### config.mk
export PLATFORM = sky130hd
export DESIGN_NAME = periph_top
export DESIGN_NICKNAME = d
export VERILOG_FILES = /design/src/hdl/periph_pkg.sv /design/src/hdl/io_decode.sv /design/src/hdl/ems_mapper.sv /design/src/hdl/io_latches.sv /design/src/hdl/read_mux.sv /design/src/hdl/periph_top.sv
export SDC_FILE = /design/constraint.sdc
export NUM_CORES = 1
export LEC_CHECK = 0
export BUFFER_PORTS_ARGS = -buffer_cell sky130_fd_sc_hd__clkbuf_2
export CELL_PAD_IN_SITES_DETAIL_PLACEMENT = 0
export CELL_PAD_IN_SITES_GLOBAL_PLACEMENT = 2
export CORE_MARGIN = 2
export CORE_UTILIZATION = 34
export DETAILED_ROUTE_END_ITERATION = 6
export HOLD_SLACK_MARGIN = 0.06
export PLACE_DENSITY = 0.84
export REMOVE_ABC_BUFFERS = 1
export SYNTH_ARGS = -nofsm -noshare
export SYNTH_HDL_FRONTEND = slang
export SYNTH_SLANG_ARGS = --single-unit
### constraint.sdc
create_clock -name clock -period 2.2 [get_ports clock]
set_clock_uncertainty 0.2 [all_clocks]
set_input_delay 0.44 -clock clock [delete_from_list [all_inputs] [get_ports clock]]
set_output_delay 0.44 -clock clock [all_outputs]
set_load 0.005 [all_outputs]
### src/hdl/periph_pkg.sv
// Shared widths, port addresses and the EMS command encoding.
// I/O port addresses compare against the low 16 address bits only.

package periph_pkg;

    localparam int ADDR_W     = 20;
    localparam int DATA_W     = 8;
    localparam int IO_PORT_W  = 16;
    localparam int EMS_SLOTS  = 4;
    localparam int EMS_PAGE_W = 7;

    typedef logic [ADDR_W-1:0]     addr_t;
    typedef logic [DATA_W-1:0]     data_t;
    typedef logic [IO_PORT_W-1:0]  io_port_t;
    typedef logic [EMS_PAGE_W-1:0] ems_page_t;
    typedef logic [1:0]            ems_slot_t;

    // Page command as seen by the EMS write decoder
    typedef struct packed {
        logic      high;
        ems_page_t page;
    } ems_cmd_s;

    // Raw view spots FFh, field view yields the page
    typedef union packed {
        data_t    raw;
        ems_cmd_s cmd;
    } ems_cmd_u;

    // Page number stored when a slot is unmapped
    localparam ems_page_t EMS_PAGE_OFF = 7'h7F;

    localparam io_port_t DEFAULT_EMS_PORT = 16'h0260;
    localparam io_port_t DEFAULT_LPT_PORT = 16'h0378;
    localparam io_port_t DEFAULT_NMI_PORT = 16'h00A0;

endpackage

### src/hdl/io_decode.sv
// I/O page decode, register selects and EMS bank hits.
// Register selects already include AEN and an active I/O strobe.
// EMS_PORT covers four ports, NMI_PORT covers eight.
`timescale 1ns/1ps

module io_decode import periph_pkg::*; #(
    parameter io_port_t EMS_PORT = DEFAULT_EMS_PORT,
    parameter io_port_t LPT_PORT = DEFAULT_LPT_PORT,
    parameter io_port_t NMI_PORT = DEFAULT_NMI_PORT
) (
    input  logic                 clock,
    input  logic                 reset,
    input  addr_t                address_i,
    input  logic                 io_read_n_i,
    input  logic                 io_write_n_i,
    input  logic                 memory_read_n_i,
    input  logic                 address_enable_n_i,
    input  logic                 tandy_video_i,
    input  logic                 ems_enabled_i,
    input  logic [1:0]           ems_window_i,
    input  logic [EMS_SLOTS-1:0] ems_ena_i,
    output logic                 dma_cs_n_o,
    output logic                 dma_page_cs_n_o,
    output logic                 ems_sel_o,
    output logic                 lpt_sel_o,
    output logic                 nmi_sel_o,
    output logic [EMS_SLOTS-1:0] ems_bank_hit_o
);

    logic       iorq;
    logic       io_cycle;
    logic [4:0] io_page;
    logic [3:0] win_base;

    assign iorq     = ~io_read_n_i | ~io_write_n_i;
    assign io_cycle = iorq & ~address_enable_n_i;
    assign io_page  = address_i[9:5];

    // 00h-1Fh DMA controller, 80h-9Fh DMA page register
    assign dma_cs_n_o      = ~(io_cycle && io_page == 5'b00000);
    assign dma_page_cs_n_o = ~(io_cycle && io_page == 5'b00100);

    assign ems_sel_o = io_cycle & ems_enabled_i &
                       (address_i[15:2] == EMS_PORT[15:2]);
    assign lpt_sel_o = io_cycle & (address_i[15:0] == LPT_PORT);
    assign nmi_sel_o = io_cycle & tandy_video_i &
                       (address_i[15:3] == NMI_PORT[15:3]);

    always_comb begin
        case (ems_window_i)
            2'd0:    win_base = 4'hA;
            2'd1:    win_base = 4'hC;
            default: win_base = 4'hD;
        endcase
    end

    // 16 KB banks, slot number in address bits 15:14
    always_comb begin
        for (int k = 0; k < EMS_SLOTS; k++) begin
            ems_bank_hit_o[k] = ~iorq & ems_ena_i[k] &
                                (address_i[19:14] == {win_base, ems_slot_t'(k)});
        end
    end

    // Port parameters must not overlap
    a_sel_onehot: assert property (@(posedge clock) disable iff (reset)
        $onehot0({ems_sel_o, lpt_sel_o, nmi_sel_o}))
        else $error("register selects overlap");

    // Bank hits rely on the CPU never mixing memory and I/O strobes
    a_mem_io_excl: assert property (@(posedge clock) disable iff (reset)
        ~memory_read_n_i |-> ~iorq)
        else $error("memory read during I/O strobe");

endmodule

### src/hdl/ems_mapper.sv
// Four-slot EMS page map behind ports 260h-263h.
// A write is staged on the first edge and committed on the second,
// so a read of the same slot sees it two cycles after the write.
`timescale 1ns/1ps

module ems_mapper import periph_pkg::*; (
    input  logic                 clock,
    input  logic                 reset,
    input  logic                 ems_sel_i,
    input  logic                 io_write_n_i,
    input  ems_slot_t            slot_i,
    input  data_t                data_i,
    output ems_page_t            ems_map_o [0:EMS_SLOTS-1],
    output logic [EMS_SLOTS-1:0] ems_ena_o,
    output data_t                ems_rdata_o
);

    ems_cmd_u  cmd;
    logic      cmd_off;
    logic      cmd_map;
    logic      wr_pending;
    ems_slot_t wr_slot;
    ems_page_t wr_page;
    logic      wr_ena;

    assign cmd     = ems_cmd_u'(data_i);
    assign cmd_off = (cmd.raw == 8'hFF);
    assign cmd_map = ~cmd.cmd.high;

    // Bytes 80h-FEh are ignored and never staged
    always_ff @(posedge clock, posedge reset) begin
        if (reset) begin
            wr_pending <= 1'b0;
        end else begin
            wr_pending <= ems_sel_i & ~io_write_n_i & (cmd_off | cmd_map);
        end
    end

    always_ff @(posedge clock) begin
        wr_slot <= slot_i;
        wr_page <= cmd_off ? EMS_PAGE_OFF : cmd.cmd.page;
        wr_ena  <= ~cmd_off;
    end

    always_ff @(posedge clock, posedge reset) begin
        if (reset) begin
            for (int i = 0; i < EMS_SLOTS; i++) begin
                ems_map_o[i] <= '0;
            end
            ems_ena_o <= '0;
        end else if (wr_pending) begin
            ems_map_o[wr_slot] <= wr_page;
            ems_ena_o[wr_slot] <= wr_ena;
        end
    end

    // Unmapped slots read back as FFh
    assign ems_rdata_o = ems_ena_o[slot_i] ? {1'b0, ems_map_o[slot_i]} : 8'hFF;

    a_slot_range: assert property (@(posedge clock) disable iff (reset)
        wr_pending |-> int'(wr_slot) < EMS_SLOTS)
        else $error("staged EMS slot out of range");

endmodule

### src/hdl/io_latches.sv
// Printer data and NMI mask byte latches, both reset to FFh.
// Writes land on the strobe edge and read back from the next cycle.
`timescale 1ns/1ps

module io_latches import periph_pkg::*; (
    input  logic  clock,
    input  logic  reset,
    input  logic  lpt_sel_i,
    input  logic  nmi_sel_i,
    input  logic  io_write_n_i,
    input  data_t data_i,
    output data_t lpt_data_o,
    output data_t nmi_mask_o
);

    always_ff @(posedge clock, posedge reset) begin
        if (reset) begin
            lpt_data_o <= 8'hFF;
        end else if (lpt_sel_i && !io_write_n_i) begin
            lpt_data_o <= data_i;
        end
    end

    // Only reachable in Tandy mode, the decoder gates the select
    always_ff @(posedge clock, posedge reset) begin
        if (reset) begin
            nmi_mask_o <= 8'hFF;
        end else if (nmi_sel_i && !io_write_n_i) begin
            nmi_mask_o <= data_i;
        end
    end

endmodule

### src/hdl/read_mux.sv
// Registered read-data stage, one cycle after the read strobe.
// Priority is EMS, then LPT, then NMI mask.
// Outputs zero with the valid flag low when no register claims the read.
`timescale 1ns/1ps

module read_mux import periph_pkg::*; (
    input  logic  clock,
    input  logic  reset,
    input  logic  io_read_n_i,
    input  logic  ems_sel_i,
    input  logic  lpt_sel_i,
    input  logic  nmi_sel_i,
    input  data_t ems_rdata_i,
    input  data_t lpt_data_i,
    input  data_t nmi_mask_i,
    output data_t rdata_o,
    output logic  rdata_valid_o
);

    logic rd;

    assign rd = ~io_read_n_i;

    always_ff @(posedge clock, posedge reset) begin
        if (reset) begin
            rdata_valid_o <= 1'b0;
            rdata_o       <= '0;
        end else if (rd && ems_sel_i) begin
            rdata_valid_o <= 1'b1;
            rdata_o       <= ems_rdata_i;
        end else if (rd && lpt_sel_i) begin
            rdata_valid_o <= 1'b1;
            rdata_o       <= lpt_data_i;
        end else if (rd && nmi_sel_i) begin
            rdata_valid_o <= 1'b1;
            rdata_o       <= nmi_mask_i;
        end else begin
            rdata_valid_o <= 1'b0;
            rdata_o       <= '0;
        end
    end

    a_valid_src: assert property (@(posedge clock) disable iff (reset)
        rdata_valid_o |-> $past(rd && (ems_sel_i || lpt_sel_i || nmi_sel_i)))
        else $error("read data valid without a claimed read");

endmodule

### src/hdl/periph_top.sv
// XT peripheral I/O side: DMA selects, EMS page map, LPT and NMI latches.
// All inputs are sampled on clock, no wait states are inserted.
// NMI mask port exists only while tandy_video_i is high.
`timescale 1ns/1ps

module periph_top import periph_pkg::*; #(
    parameter io_port_t EMS_PORT = DEFAULT_EMS_PORT,
    parameter io_port_t LPT_PORT = DEFAULT_LPT_PORT,
    parameter io_port_t NMI_PORT = DEFAULT_NMI_PORT
) (
    input  logic                 clock,
    input  logic                 reset,
    input  addr_t                address_i,
    input  data_t                data_i,
    input  logic                 io_read_n_i,
    input  logic                 io_write_n_i,
    input  logic                 memory_read_n_i,
    input  logic                 address_enable_n_i,
    input  logic                 tandy_video_i,
    input  logic                 ems_enabled_i,
    input  logic [1:0]           ems_window_i,
    output logic                 dma_cs_n_o,
    output logic                 dma_page_cs_n_o,
    output logic [EMS_SLOTS-1:0] ems_bank_hit_o,
    output ems_page_t            ems_map_o [0:EMS_SLOTS-1],
    output logic [EMS_SLOTS-1:0] ems_ena_o,
    output data_t                rdata_o,
    output logic                 rdata_valid_o
);

    logic  ems_sel;
    logic  lpt_sel;
    logic  nmi_sel;
    data_t ems_rdata;
    data_t lpt_data;
    data_t nmi_mask;

    io_decode #(
        .EMS_PORT (EMS_PORT),
        .LPT_PORT (LPT_PORT),
        .NMI_PORT (NMI_PORT)
    ) u_io_decode (
        .clock              (clock),
        .reset              (reset),
        .address_i          (address_i),
        .io_read_n_i        (io_read_n_i),
        .io_write_n_i       (io_write_n_i),
        .memory_read_n_i    (memory_read_n_i),
        .address_enable_n_i (address_enable_n_i),
        .tandy_video_i      (tandy_video_i),
        .ems_enabled_i      (ems_enabled_i),
        .ems_window_i       (ems_window_i),
        .ems_ena_i          (ems_ena_o),
        .dma_cs_n_o         (dma_cs_n_o),
        .dma_page_cs_n_o    (dma_page_cs_n_o),
        .ems_sel_o          (ems_sel),
        .lpt_sel_o          (lpt_sel),
        .nmi_sel_o          (nmi_sel),
        .ems_bank_hit_o     (ems_bank_hit_o)
    );

    ems_mapper u_ems_mapper (
        .clock        (clock),
        .reset        (reset),
        .ems_sel_i    (ems_sel),
        .io_write_n_i (io_write_n_i),
        .slot_i       (address_i[1:0]),
        .data_i       (data_i),
        .ems_map_o    (ems_map_o),
        .ems_ena_o    (ems_ena_o),
        .ems_rdata_o  (ems_rdata)
    );

    io_latches u_io_latches (
        .clock        (clock),
        .reset        (reset),
        .lpt_sel_i    (lpt_sel),
        .nmi_sel_i    (nmi_sel),
        .io_write_n_i (io_write_n_i),
        .data_i       (data_i),
        .lpt_data_o   (lpt_data),
        .nmi_mask_o   (nmi_mask)
    );

    read_mux u_read_mux (
        .clock         (clock),
        .reset         (reset),
        .io_read_n_i   (io_read_n_i),
        .ems_sel_i     (ems_sel),
        .lpt_sel_i     (lpt_sel),
        .nmi_sel_i     (nmi_sel),
        .ems_rdata_i   (ems_rdata),
        .lpt_data_i    (lpt_data),
        .nmi_mask_i    (nmi_mask),
        .rdata_o       (rdata_o),
        .rdata_valid_o (rdata_valid_o)
    );

endmodule

======== Word-level counts from Yosys, hierarchy flattened ========
Cells that the tools add are included.
word-level totals
  bits in registers ....................... 68
  bits of input ports ..................... 38
  logic and storage cells ................. 88
operators by class
  order comparisons ....................... 6
  eq/ne operators ......................... 10
  muxes and demuxes ....................... 19
  bitwise operators ....................... 28
  reduce and logical (&&, ||, !) cells .... 12
operators with widths
  cell                                                         count
  2-to-1 mux 8 bit                                             4
  bitwise mux 28 bit                                           1
  equality test 6 bit                                          4
  2-to-1 mux 7 bit                                             3
  AND 1 bit                                                    16
  equality test 16 x 10 -> 1 bit (second input constant)       1
  binary-select mux 7 bit (select 2 bit)                       1
  demux 7 bit (select 2 bit)                                   1
  equality test 14 x 8 -> 1 bit (second input constant)        1
  equality test 13 x 5 -> 1 bit (second input constant)        1
  logical AND 1 bit                                            9
  equality test 8 bit (second input constant)                  1
  inverter 1 bit                                               8
  >= comparator 3 bit (second input constant)                  2
  less-than comparator 2 x 3 -> 1 bit (second input constant)  2
  inverter 2 -> 3 bit                                          2
  one-hot mux 3 bit (2 select lines)                           1
  equality test 5 x 3 -> 1 bit (second input constant)         1
  zero test 5 bit                                              1
  2-to-1 mux 1 bit                                             5
  bitwise mux 4 bit                                            1
  less-than comparator 3 x 1 -> 1 bit (second input constant)  1
  binary-select mux 1 bit (select 2 bit)                       1
  demux 1 bit (select 2 bit)                                   1
  other kinds (5)                                              6

======== Longest topological paths before layout ========
Gate-level depths: netlist of run 1.
  word-level depth ........................ 9
  depth in mapped cells ................... 5
  depth with buffers taken out ............ 4

======== Cells and area by module ========
From an unflattened synthesis of run 1, not the netlist that was laid out.
unflattened totals
  cell total of the unflattened synthesis .. 233
  area, all modules ....................... 3180.6 um^2
by module, submodules not included
  module      instances  cells each  area each (um^2)  seq. area each (um^2)
  ems_mapper  1          111         1744.2            1026.0
  io_latches  1          37          676.9             420.4
  read_mux    1          49          535.5             225.2
  io_decode   1          36          224.0             0.0

======== Worst setup path after synthesis of run 1 ========
OpenSTA, ideal clock, no wires.
  kind .................................... input to register
  start point ............................. in address_i[10]
  end point ............................... reg u_io_latches.lpt_data_o[1]
  library setup time ...................... 82 ps
  data arrival time ....................... 1943 ps
  data required time ...................... 1918 ps
  path slack .............................. -25 ps
  stages on the path ...................... 4
  path buffers ............................ 0
  cell sequence ........................... or4_4 > or2_4 > nor3_4 > mux2_2
on the way
  cells in the longest elaborated chain, start to end .. 3
RTL lines
  what                            line              source
  from (decl)                     periph_top.sv:13  input addr_t address_i,
  equality test 16 x 10 -> 1 bit  io_decode.sv:45   assign lpt_sel_o = io_cycle & (address_i[15:0] == LPT_PORT);
  AND 1 bit                       io_decode.sv:45
  logical AND 1 bit               io_latches.sv:19  end else if (lpt_sel_i && !io_write_n_i) begin
  to (signal assigned)            io_latches.sv:20  lpt_data_o <= data_i;
  to (decl)                       io_latches.sv:12  output data_t lpt_data_o,
Every way passes these cells.
A chain may end at the register's enable or synchronous reset.

======== Worst setup path in the final report of run 1 ========
  start point ............................. in address_i[14]
  end point ............................... reg u_read_mux.rdata_o[5]
on the way
  cells in the longest elaborated chain, start to end .. 6
  elaborated cells on any way between the ends .. 12
  classes of those cells .................. 3 x eq/ne; 3 x mux; 3 x bitwise; 3 x reduce/logical
RTL lines
  what                           line             source
  equality test 13 x 5 -> 1 bit  io_decode.sv:47  (address_i[15:3] == NMI_PORT[15:3]);
  AND 1 bit                      io_decode.sv:46  assign nmi_sel_o = io_cycle & tandy_video_i &
  logical AND 1 bit              read_mux.sv:34   end else if (rd && nmi_sel_i) begin
  2-to-1 mux 8 bit               read_mux.sv:34
  2-to-1 mux 8 bit               read_mux.sv:31   end else if (rd && lpt_sel_i) begin
  2-to-1 mux 8 bit *             read_mux.sv:28   end else if (rd && ems_sel_i) begin
  to (signal assigned)           read_mux.sv:30   rdata_o <= ems_rdata_i;
  to (signal assigned)           read_mux.sv:33   rdata_o <= lpt_data_i;
  to (signal assigned)           read_mux.sv:36   rdata_o <= nmi_mask_i;
  to (decl)                      read_mux.sv:16   output data_t rdata_o,
Every way passes the cells marked *; elsewhere a longest branch is shown, timed or not.

==> results of run 1 <==
## cells in the final DEF (no fill, tap or decap), types with 2 or more instances in the layout
cell,n
mux2_2,46
nor4bb_1,2
nand3_1,2
dfrtp_1,42
dfstp_2,16
and3_1,2
o221ai_2,2
clkbuf_2,83
o221ai_1,6
dfxtp_1,10
nand4_1,3
dlygate4sd3_1,7
mux2_1,3
buf_12,2
clkbuf_8,12
nand3b_1,10
and4b_1,2
nand4b_1,3
and3b_1,2
nor2_1,11
o21ai_0,2
nand2_1,9
buf_4,15
mux2i_1,2
clkbuf_1,3
mux4_2,7
## power by group
part / internal (mW) / switching [mW]
Sequential: 1.26 / 0.00908
Clock: 0.619 / 0.443
Combinational: 0.0620 / 0.0715
## logic make-up (layout without fill, tap and decap cells)
group / count (synthesis) / count (layout) / share of synthesized area, %
AOI/OAI and AO/OA: 13 / 13 / 3.79
buffers and inverters: 13 / 125 / 1.75
DFF: 68 / 68 / 55.7
muxes: 58 / 58 / 24.3
and+or+nand+nor: 62 / 62 / 14.5
## how the worst max path moves through the flow
stage	end	slack, ns	depth (start not counted)
global route	u_ems_mapper.wr_pending$_DFF_PP0_	0.05	6
CTS	u_read_mux.rdata_o[5]$_DFF_PP0_	0.13	5
floorplan	u_io_latches.lpt_data_o[1]$_DFFE_PP1P_	-0.03	4
finish	u_read_mux.rdata_o[5]$_DFF_PP0_	0.14	5
detailed placement	u_read_mux.rdata_o[5]$_DFF_PP0_	-0.23	5
global placement	u_read_mux.rdata_o[7]$_DFF_PP0_	-0.22	5
## worst max-delay path: cells and delay by family
family	cells	cell delay, ns
AOI/OAI and AO/OA	1	0.23
buffers and inverters	1	0.12
and+or+nand+nor	3	1.32
## routing by layer
metal	share of wire [%]	track usage, %
met1	46	22.7
met2	46	24.2
met3	6.4	4.72
met4	1.2	4.81
met5	0	0
## what timing repair did
item	CTS	global route
endpoints found under the setup margin	0	1
hold endpoints to repair	18	0
hold buffers	7	0
resized for setup	0	1
## layout make-up
class	count	area share, %
timing repair buffer	107	16.2
tap	108	3.43
clock inverter	1	0.763
inverter	2	0.191
sequential	68	42.5
multi-input combinational	133	32.5
clock buffer	15	4.48
## through the flow
stage / hold WS [ns] / area [sq um] / setup WS (ns) / TNS (ns) / power [mW]
2_1_floorplan: 0.268 / 2960 / -0.0251 / -0.175 / 1.33
3_5_place_dp: 0.185 / 3660 / -0.232 / -2.93 / 1.42
4_1_cts: 0.0753 / 3940 / 0.132 / 0 / 2.49
5_1_grt: 0.0679 / 3940 / 0.0454 / 0 / 2.56
6_report: 0.0932 / 3940 / 0.141 / 0 / 2.46
3_3_place_gp: 0.182 / 3660 / -0.219 / -2.69 / 1.41
## flip-flops by register name, indices dropped and copies added, names as in the netlist
signal	count
u_ems_mapper.wr_ena	1
u_ems_mapper.ems_ena_o	4
u_ems_mapper.wr_slot	2
u_read_mux.rdata_valid_o	1
u_io_latches.lpt_data_o	8
u_ems_mapper.wr_pending	1
u_read_mux.rdata_o	8
u_ems_mapper.wr_page	7
u_io_latches.nmi_mask_o	8
u_ems_mapper.ems_map_o	28
==> flow_summary.yaml, run 1 <==
logic_synthesis:
  syn_area_sq_mm: 0.00300
  synth.distinct_cells: 42
  synthTopCellsByArea: "dfrtp_1 (35%), mux2_2 (17%), dfstp_2 (14%)"
  ys_ff_latch: 68
  yosysMostFrequentCell: "mux2_2"
  synth_edf_count: 0
  synth_top_area_share_pct: 35.0
  syn_avg_cell_area_sq_um: 14.0
  yosys_most_used_dff: "dfrtp_1"
  async_flop_share_pct: 85.3
  synth_common_cells: "mux2_2 (46), dfrtp_1 (42), dfstp_2 (16)"
  syn_inst: 214
  yosysSeqAreaShare_pct: 55.7
  yosys.area.top_type: "dfrtp_1"
  yosysWarnings: 0
routing:
  wire_per_inst_um: 17.0
  drt_iter0_drc: 84
  ant_nets: 0
  viasPerCell: 5.05
  num_vias: 2190
  first_pass_iters: 4
  drt_wl_total_mm: 7.40
  drc: 0
clock_tree:
  clk_pin_slew_ns: 0.07
  htree_levels: 3
  cts_inserted_buffers: 9
  tritoncts: "done"
  root_buffer: "clkbuf_8"
  clock_sinks: 68
  post-cts-setup-buffers: 0
  clk_path_buf_depth: 2
  clk_latency_ns: 0.34
worst_setup_path:
  cp-start-kind: "input pin"
  cp_data_arrival_time_ns: 2.12
  crit_path_end_kind: "flip-flop"
  rr_startpoint: "u_ems_mapper.wr_slot[0]$_DFF_P_"
  max_stage_delay_ns: 0.53
  crit_chain: "clkbuf_2 -> or4b_4 -> or2_4 -> or3_1 -> o221ai_2"
  worstSetupStartpoint: "address_i[14]"
  critPathSlowestCell: "or3_1"
  critPathKind: "in2reg"
  cp_max_fo: 8
  cp_data_required_time_ns: 2.26
  reg2reg_depth: 2
  r2r_end: "u_ems_mapper.ems_map_o[5]$_DFFE_PP0P_"
  r2r_slack_ns: 0.69
cells_and_area:
  area_growth_pct: 31.2
  nets: 359
  antenna_cells: 0
  final_cells: 434
  final.fill_count: 813
  drive_gt1_share_pct: 59.8
  utilization_pct: 45.6
  register_area_sq_mm: 0.00167
  multi_input_area_sq_mm: 0.00128
power_and_ir_drop:
  power_density_mw_per_mm2: 625
  power_leakage_nw: 1.95
  irDropWorstVdd_mv: 0.334
place:
  routabilityCongestion: 0.770
  dp_hpwl_mm: 5.43
  portBuffers: 83
  place_inst: 411
min_path:
  hold_path_class: "in2reg"
  hold-path-endpoint: "u_ems_mapper.wr_page[4]$_SDFF_PP1_"
  worstHoldStart: "data_i[4]"
  hold_depth: 1
die:
  rows: 34
  fp.dieArea_sq_mm: 0.00960
  start_util_pct: 34.8
  ios: 85
  coreArea_sq_mm: 0.00864
  dieWidth_um: 98.0
  die_h_um: 98.0
global_route:
  grt_antenna_before_repair: 0
  grt_max_degree: 47
  grt_pass1_vias: 2267
  grt_pass1_wl_mm: 12.0
  overflow: 0
  grt_usage_pct: 16.1
timing:
  tightest_slew_ns: 0.504
  hold_violations: 0
  max_freq_ghz: 0.486
  setup_viol: 0
  rsz0062_at_grt: "no"
  slew_headroom_pct: 66.3
  period_minus_slack_ns: 2.06
  slew_violations: 0
  final.period_utilization_pct: 93.6
run_status:
  outcome: "completed"
flow_run:
  maxCapViolCount: 0
No activity file was read; power rests on OpenSTA's default activity.
==> run 2: changes to the inputs <==
- CELL_PAD_IN_SITES_DETAIL_PLACEMENT: 0 -> default
- CELL_PAD_IN_SITES_GLOBAL_PLACEMENT: 2 -> default
- CORE_UTILIZATION: 34 -> 45
- PLACE_DENSITY: 0.84 -> 0.77
==> run 2 against run 1 <==
  * Via count grew 1.3%
  * Total power shrank 6.4%
  * Clock power shrank 14%
  * Fmax shrank 0.39%
  * Critical path type unchanged
  * Flip-flop and latch count is the same
  * Setup slack lost 0.0081 ns
  * Non-clock buffer count shrank 5
  * Critical path depth is the same
  * Core utilization grew 14 points
  * Sequential share of layout area grew 1.4 points
==> flow_summary.yaml, run 2 (same netlist as run 1, synthesis figures left out) <==
routing:
  drt_iter0_drc: 92
  first_pass_iters: 4
  viasPerCell: 5.57
  drt_wl_total_mm: 7.05
  ant_nets: 0
  num_vias: 2218
  drc: 0
  wire_per_inst_um: 17.7
clock_tree:
  cts_resized: 0
  clk_latency_ns: 0.34
  htree_levels: 3
  clock_sinks: 68
  cts_inserted_buffers: 9
  post-cts-setup-buffers: 0
  clk_path_buf_depth: 2
  root_buffer: "clkbuf_8"
  clk_pin_slew_ns: 0.07
  tritoncts: "done"
power_and_ir_drop:
  irDropWorstVdd_mv: 0.358
  p_int_mw: 1.78
  clockPowerShare_pct: 39.6
  power_frac_seq_pct: 55.0
  power_leakage_nw: 1.91
  power.switching_uw: 522
  power_density_mw_per_mm2: 605
  pwr-share-comb_pct: 5.5
  swShare_pct: 22.6
global_route:
  grt_pass1_vias: 2181
  grt_usage_pct: 20.2
  grt_antenna_before_repair: 0
  overflow: 0
  grt_pass1_wl_mm: 11.2
  grt_max_degree: 59
run_status:
  outcome: "completed"
timing:
  max_freq_ghz: 0.484
  hold_violations: 0
  setup_viol: 0
  setup_tns_ns: 0
  period_minus_slack_ns: 2.07
  slew_violations: 0
  final.period_utilization_pct: 94.0
  hold_slack_ns: 0.0710
  rsz0062_at_grt: "no"
  tightest_slew_ns: 0.580
  slew_headroom_pct: 61.2
cells_and_area:
  drive_gt1_share_pct: 60.7
  final_cell_mix: "clkbuf_2 (83), mux2_2 (46), dfrtp_1 (42)"
  area_growth_pct: 27.1
  utilization_pct: 59.7
  top_register: "u_ems_mapper.ems_map_o"
  largest_reg_flops: 28
  antenna_cells: 0
  final_cells: 398
  nets: 354
  mostFrequentLayoutCell: "clkbuf_2"
  final.fill_count: 516
die:
  rows: 29
  dieWidth_um: 85.7
  start_util_pct: 47.0
  ios: 85
  coreArea_sq_mm: 0.00639
  fp.dieArea_sq_mm: 0.00734
  die_h_um: 85.7
worst_setup_path:
  r2r_slack_ns: 0.56
  crit_path_end_kind: "flip-flop"
  cp-start-kind: "input pin"
  rr_startpoint: "u_ems_mapper.wr_pending$_DFF_PP0_"
  reg2reg_depth: 3
  cp_data_required_time_ns: 2.24
  cp_max_fo: 8
  r2r_end: "u_ems_mapper.ems_map_o[23]$_DFFE_PP0P_"
  cp_data_arrival_time_ns: 2.11
  critPathKind: "in2reg"
min_path:
  hold-path-endpoint: "u_ems_mapper.wr_page[6]$_SDFF_PP1_"
  worstHoldStart: "data_i[6]"
  hold_depth: 1
  hold_path_class: "in2reg"
flow_run:
  maxCapViolCount: 0
place:
  routabilityCongestion: 0.754
  place_inst: 380
  portBuffers: 83
  dp_hpwl_mm: 5.11
run 2: power groups by stage:
| stage | Combinational, mW | Clock (mW) | Sequential (mW) |
|---|---|---|---|
| floorplan | 0.0402 | 0 | 1.29 |
| global placement | 0.122 | 0 | 1.29 |
| detailed placement | 0.125 | 0 | 1.29 |
| CTS | 0.128 | 0.917 | 1.27 |
| global route | 0.139 | 0.988 | 1.27 |
| finish | 0.126 | 0.912 | 1.27 |
run 2: worst max-delay path by stage:
stage,depth (start not counted),from,to,slack (ns)
detailed placement,5,address_enable_n_i,u_read_mux.rdata_o[7]$_DFF_PP0_,-0.22
finish,5,address_enable_n_i,u_read_mux.rdata_o[2]$_DFF_PP0_,0.13
global placement,5,address_i[10],u_read_mux.rdata_o[7]$_DFF_PP0_,-0.20
floorplan,4,address_i[10],u_io_latches.lpt_data_o[1]$_DFFE_PP1P_,-0.03
global route,6,address_i[17],ems_bank_hit_o[3],0.02
CTS,5,address_enable_n_i,u_read_mux.rdata_o[7]$_DFF_PP0_,0.13
run 2: through the flow:
step	power (mW)	instance area, sq um	setup WS, ns
3_3_place_gp	1.41	3620	-0.199
3_5_place_dp	1.41	3620	-0.219
6_report	2.31	3810	0.133
4_1_cts	2.31	3810	0.126
5_1_grt	2.40	3810	0.0175
2_1_floorplan	1.33	2960	-0.0251
run 2: worst max-delay path, cell delays in order:
cell and delay, ns:
clkbuf_2 0.09, or4b_4 0.55, or2_4 0.28, or3_1 0.53, o221ai_1 0.22
run 2: final cells by class:
cell class | count | area [sq um] | area share [%]
Clock buffer | 14 | 163 | 4.27
Clock inverter | 2 | 10.0 | 0.262
Inverter | 2 | 7.51 | 0.197
Multi-Input combinational cell | 133 | 1280 | 33.5
Sequential cell | 68 | 1670 | 43.8
Tap cell | 77 | 96.3 | 2.53
Timing Repair Buffer | 102 | 588 | 15.4
run 2: repair_timing:
item	in CTS	in global routing
setup endpoints to repair	0	0
hold endpoints to repair	43	0
hold buffers	2	0
run 2: metal layers:
| layer | GRT usage, % | share of wire (%) |
|---|---|---|
| met3 | 4.62 | 6.4 |
| met2 | 33.3 | 50 |
| met5 | 0 | 0 |
| met4 | 5.63 | 0.79 |
| met1 | 26.9 | 43 |
==> run 3: changes to the inputs <==
- PLACE_DENSITY: 0.77 -> 0.76
- SYNTH_HIERARCHICAL: default -> 1
==> run 3 against run 2 <==
  * Worst hold slack got worse by 0.0013 ns
  * Die area grew 5.7%
  * Synthesized cell count rose by 8.9%
  * Combinational power up 4%
  * Critical path type is now in2out
==> flow_summary.yaml, run 3 <==
clock_tree:
  root_buffer: "clkbuf_8"
  post-cts-setup-buffers: 0
  clk_pin_slew_ns: 0.07
  htree_levels: 3
  cts_inserted_buffers: 9
  tritoncts: "done"
  clock_sinks: 68
  clk_path_buf_depth: 2
  clk_latency_ns: 0.34
logic_synthesis:
  synth_top_area_share_pct: 33.0
  async_flop_share_pct: 85.3
  synth_edf_count: 0
  yosysSeqAreaShare_pct: 52.6
  yosysMostFrequentCell: "dfrtp_1"
  syn_inst: 233
  synth.distinct_cells: 37
  syn_avg_cell_area_sq_um: 13.7
  ys_ff_latch: 68
  yosys.area.top_type: "dfrtp_1"
  synthTopCellsByArea: "dfrtp_1 (33%), mux2_2 (14%), dfstp_2 (13%)"
  yosys_most_used_dff: "dfrtp_1"
  syn_area_sq_mm: 0.00318
  yosysWarnings: 6
  synth_common_cells: "dfrtp_1 (42), mux2_2 (40), dfstp_2 (16)"
worst_setup_path:
  critPathKind: "in2out"
  cp_data_required_time_ns: 1.56
  worstSetupStartpoint: "ems_window_i[0]"
  cp_data_arrival_time_ns: 1.45
  r2r_slack_ns: 0.50
  rr_startpoint: "u_ems_mapper/ems_map_o[3]$_DFFE_PP0P_"
  crit_path_end_kind: "output pin"
  cp_max_fo: 4
  cp-start-kind: "input pin"
routing:
  wire_per_inst_um: 16.5
  drt_wl_total_mm: 7.08
  ant_nets: 0
  drc: 0
  dr_wl_met3_um: 403
  viasPerCell: 5.28
  num_vias: 2258
  first_pass_iters: 5
  drt_iter0_drc: 116
  wirelength_met1_mm: 3.01
  top_layer_used: "met4"
  wl_met2_mm: 3.56
power_and_ir_drop:
  clockPowerShare_pct: 42.5
  swShare_pct: 22.1
  p_int_mw: 1.90
  power_frac_seq_pct: 52.1
  power_leakage_nw: 1.90
  power_density_mw_per_mm2: 616
  irDropWorstVdd_mv: 0.416
  power.switching_uw: 538
  pwr-share-comb_pct: 5.4
cells_and_area:
  area_growth_pct: 24.2
  largest_reg_flops: 28
  nets: 365
  drive_gt1_share_pct: 57.2
  top_register: "u_ems_mapper/ems_map_o"
  stdcell_area_sq_mm: 0.00395
  final_cell_mix: "clkbuf_2 (83), dfrtp_1 (42), mux2_2 (40)"
  final.fill_count: 587
  mostFrequentLayoutCell: "clkbuf_2"
  final_cells: 428
  antenna_cells: 0
timing:
  tightest_slew_ns: 0.637
  setup_viol: 0
  slew_violations: 0
  final.period_utilization_pct: 95.1
  hold_violations: 0
  period_minus_slack_ns: 2.09
  slew_headroom_pct: 57.5
  max_freq_ghz: 0.478
  rsz0062_at_grt: "no"
die:
  die_h_um: 88.1
  dieWidth_um: 88.1
  fp.dieArea_sq_mm: 0.00776
  rows: 30
  ios: 85
  coreArea_sq_mm: 0.00683
  start_util_pct: 46.6
min_path:
  hold_path_class: "in2reg"
  worstHoldStart: "data_i[4]"
run_status:
  outcome: "completed"
place:
  place_inst: 408
  portBuffers: 83
  routabilityCongestion: 0.804
  dp_hpwl_mm: 5.08
  dpl_cell_area_sq_mm: 0.00370
global_route:
  grt_pass1_vias: 2293
  grt_max_degree: 34
  grt_antenna_before_repair: 0
  grt_pass1_wl_mm: 11.0
  overflow: 0
  grt_usage_pct: 19.2
flow_run:
  maxCapViolCount: 0
run 3: critical path, stage by stage:
cell	delay [ns]
clkbuf_2	0.10
nor3b_2	0.20
o21ai_2	0.11
a2111oi_1	0.42
clkbuf_2	0.18
run 3: path summary, 6_finish.rpt:
| path | depth (start not counted) | to |
|---|---|---|
| max | 5 | ems_bank_hit_o[1] |
| min | 1 | u_ems_mapper/wr_page[4]$_SDFF_PN1_ |
| max reg2reg | 4 | u_read_mux/rdata_o[3]$_DFF_PP0_ |
| min reg2reg | 1 | u_ems_mapper/ems_map_o[1]$_DFFE_PP0P_ |
| max in group asynchronous | 3 | u_io_latches/lpt_data_o[4]$_DFFE_PP1P_ |
| min in group asynchronous | 3 | u_read_mux/rdata_o[0]$_DFF_PP0_ |
run 3: layer usage:
layer,GRT usage (%),vias to the layer above
met4,5.92,0
li1,-,1050
met1,22.9,1119
met3,5.56,9
met5,0,-
met2,33.7,80
run 3: cell families after synthesis:
kind of cell | Yosys count | share of synthesized area [%]
AND/OR/NAND/NOR | 72 | 16.7
AO/OA/AOI/OAI | 15 | 3.27
multiplexers | 56 | 23.6
buffers and inverters | 22 | 3.86
flip-flops | 68 | 52.6
run 3: stage by stage:
stage	setup TNS, ns	util (%)	power, mW	hold WS (ns)	setup slack (ns)
after CTS	0	57.5	2.46	0.0612	0.108
final	0	57.8	2.43	0.0696	0.108
after global routing	0	57.8	2.52	0.0607	0.00463
after detailed placement	-0.404	54.2	1.42	0.235	-0.0480
after global placement	-0.0860	54.2	1.42	0.224	-0.0261
after floorplan	-7.66	-	1.33	0.0679	-0.643
run 3: repair_timing:
action,in CTS,in global routing
endpoints found under the hold margin,43,2
endpoints found under the setup margin,0,1
resized for setup,0,1
hold buffers,2,2
run 3: area by class of cell:
class	count	area, sq um	share of cell area, %
well taps	96	120	3.04
clock inverters	4	47.5	1.20
clock buffers	12	155	3.93
flip-flops and latches	68	1670	42.3
repair buffers	98	538	13.6
inverters	7	26.3	0.665
multi-input cells	143	1390	35.2
run 3: power groups by stage:
stage	Sequential [mW]	Clock [mW]	Combinational, mW
after floorplan	1.29	0	0.0444
after global placement	1.29	0	0.124
after detailed placement	1.29	0	0.127
after CTS	1.27	1.06	0.131
after global routing	1.27	1.11	0.145
final	1.27	1.03	0.131
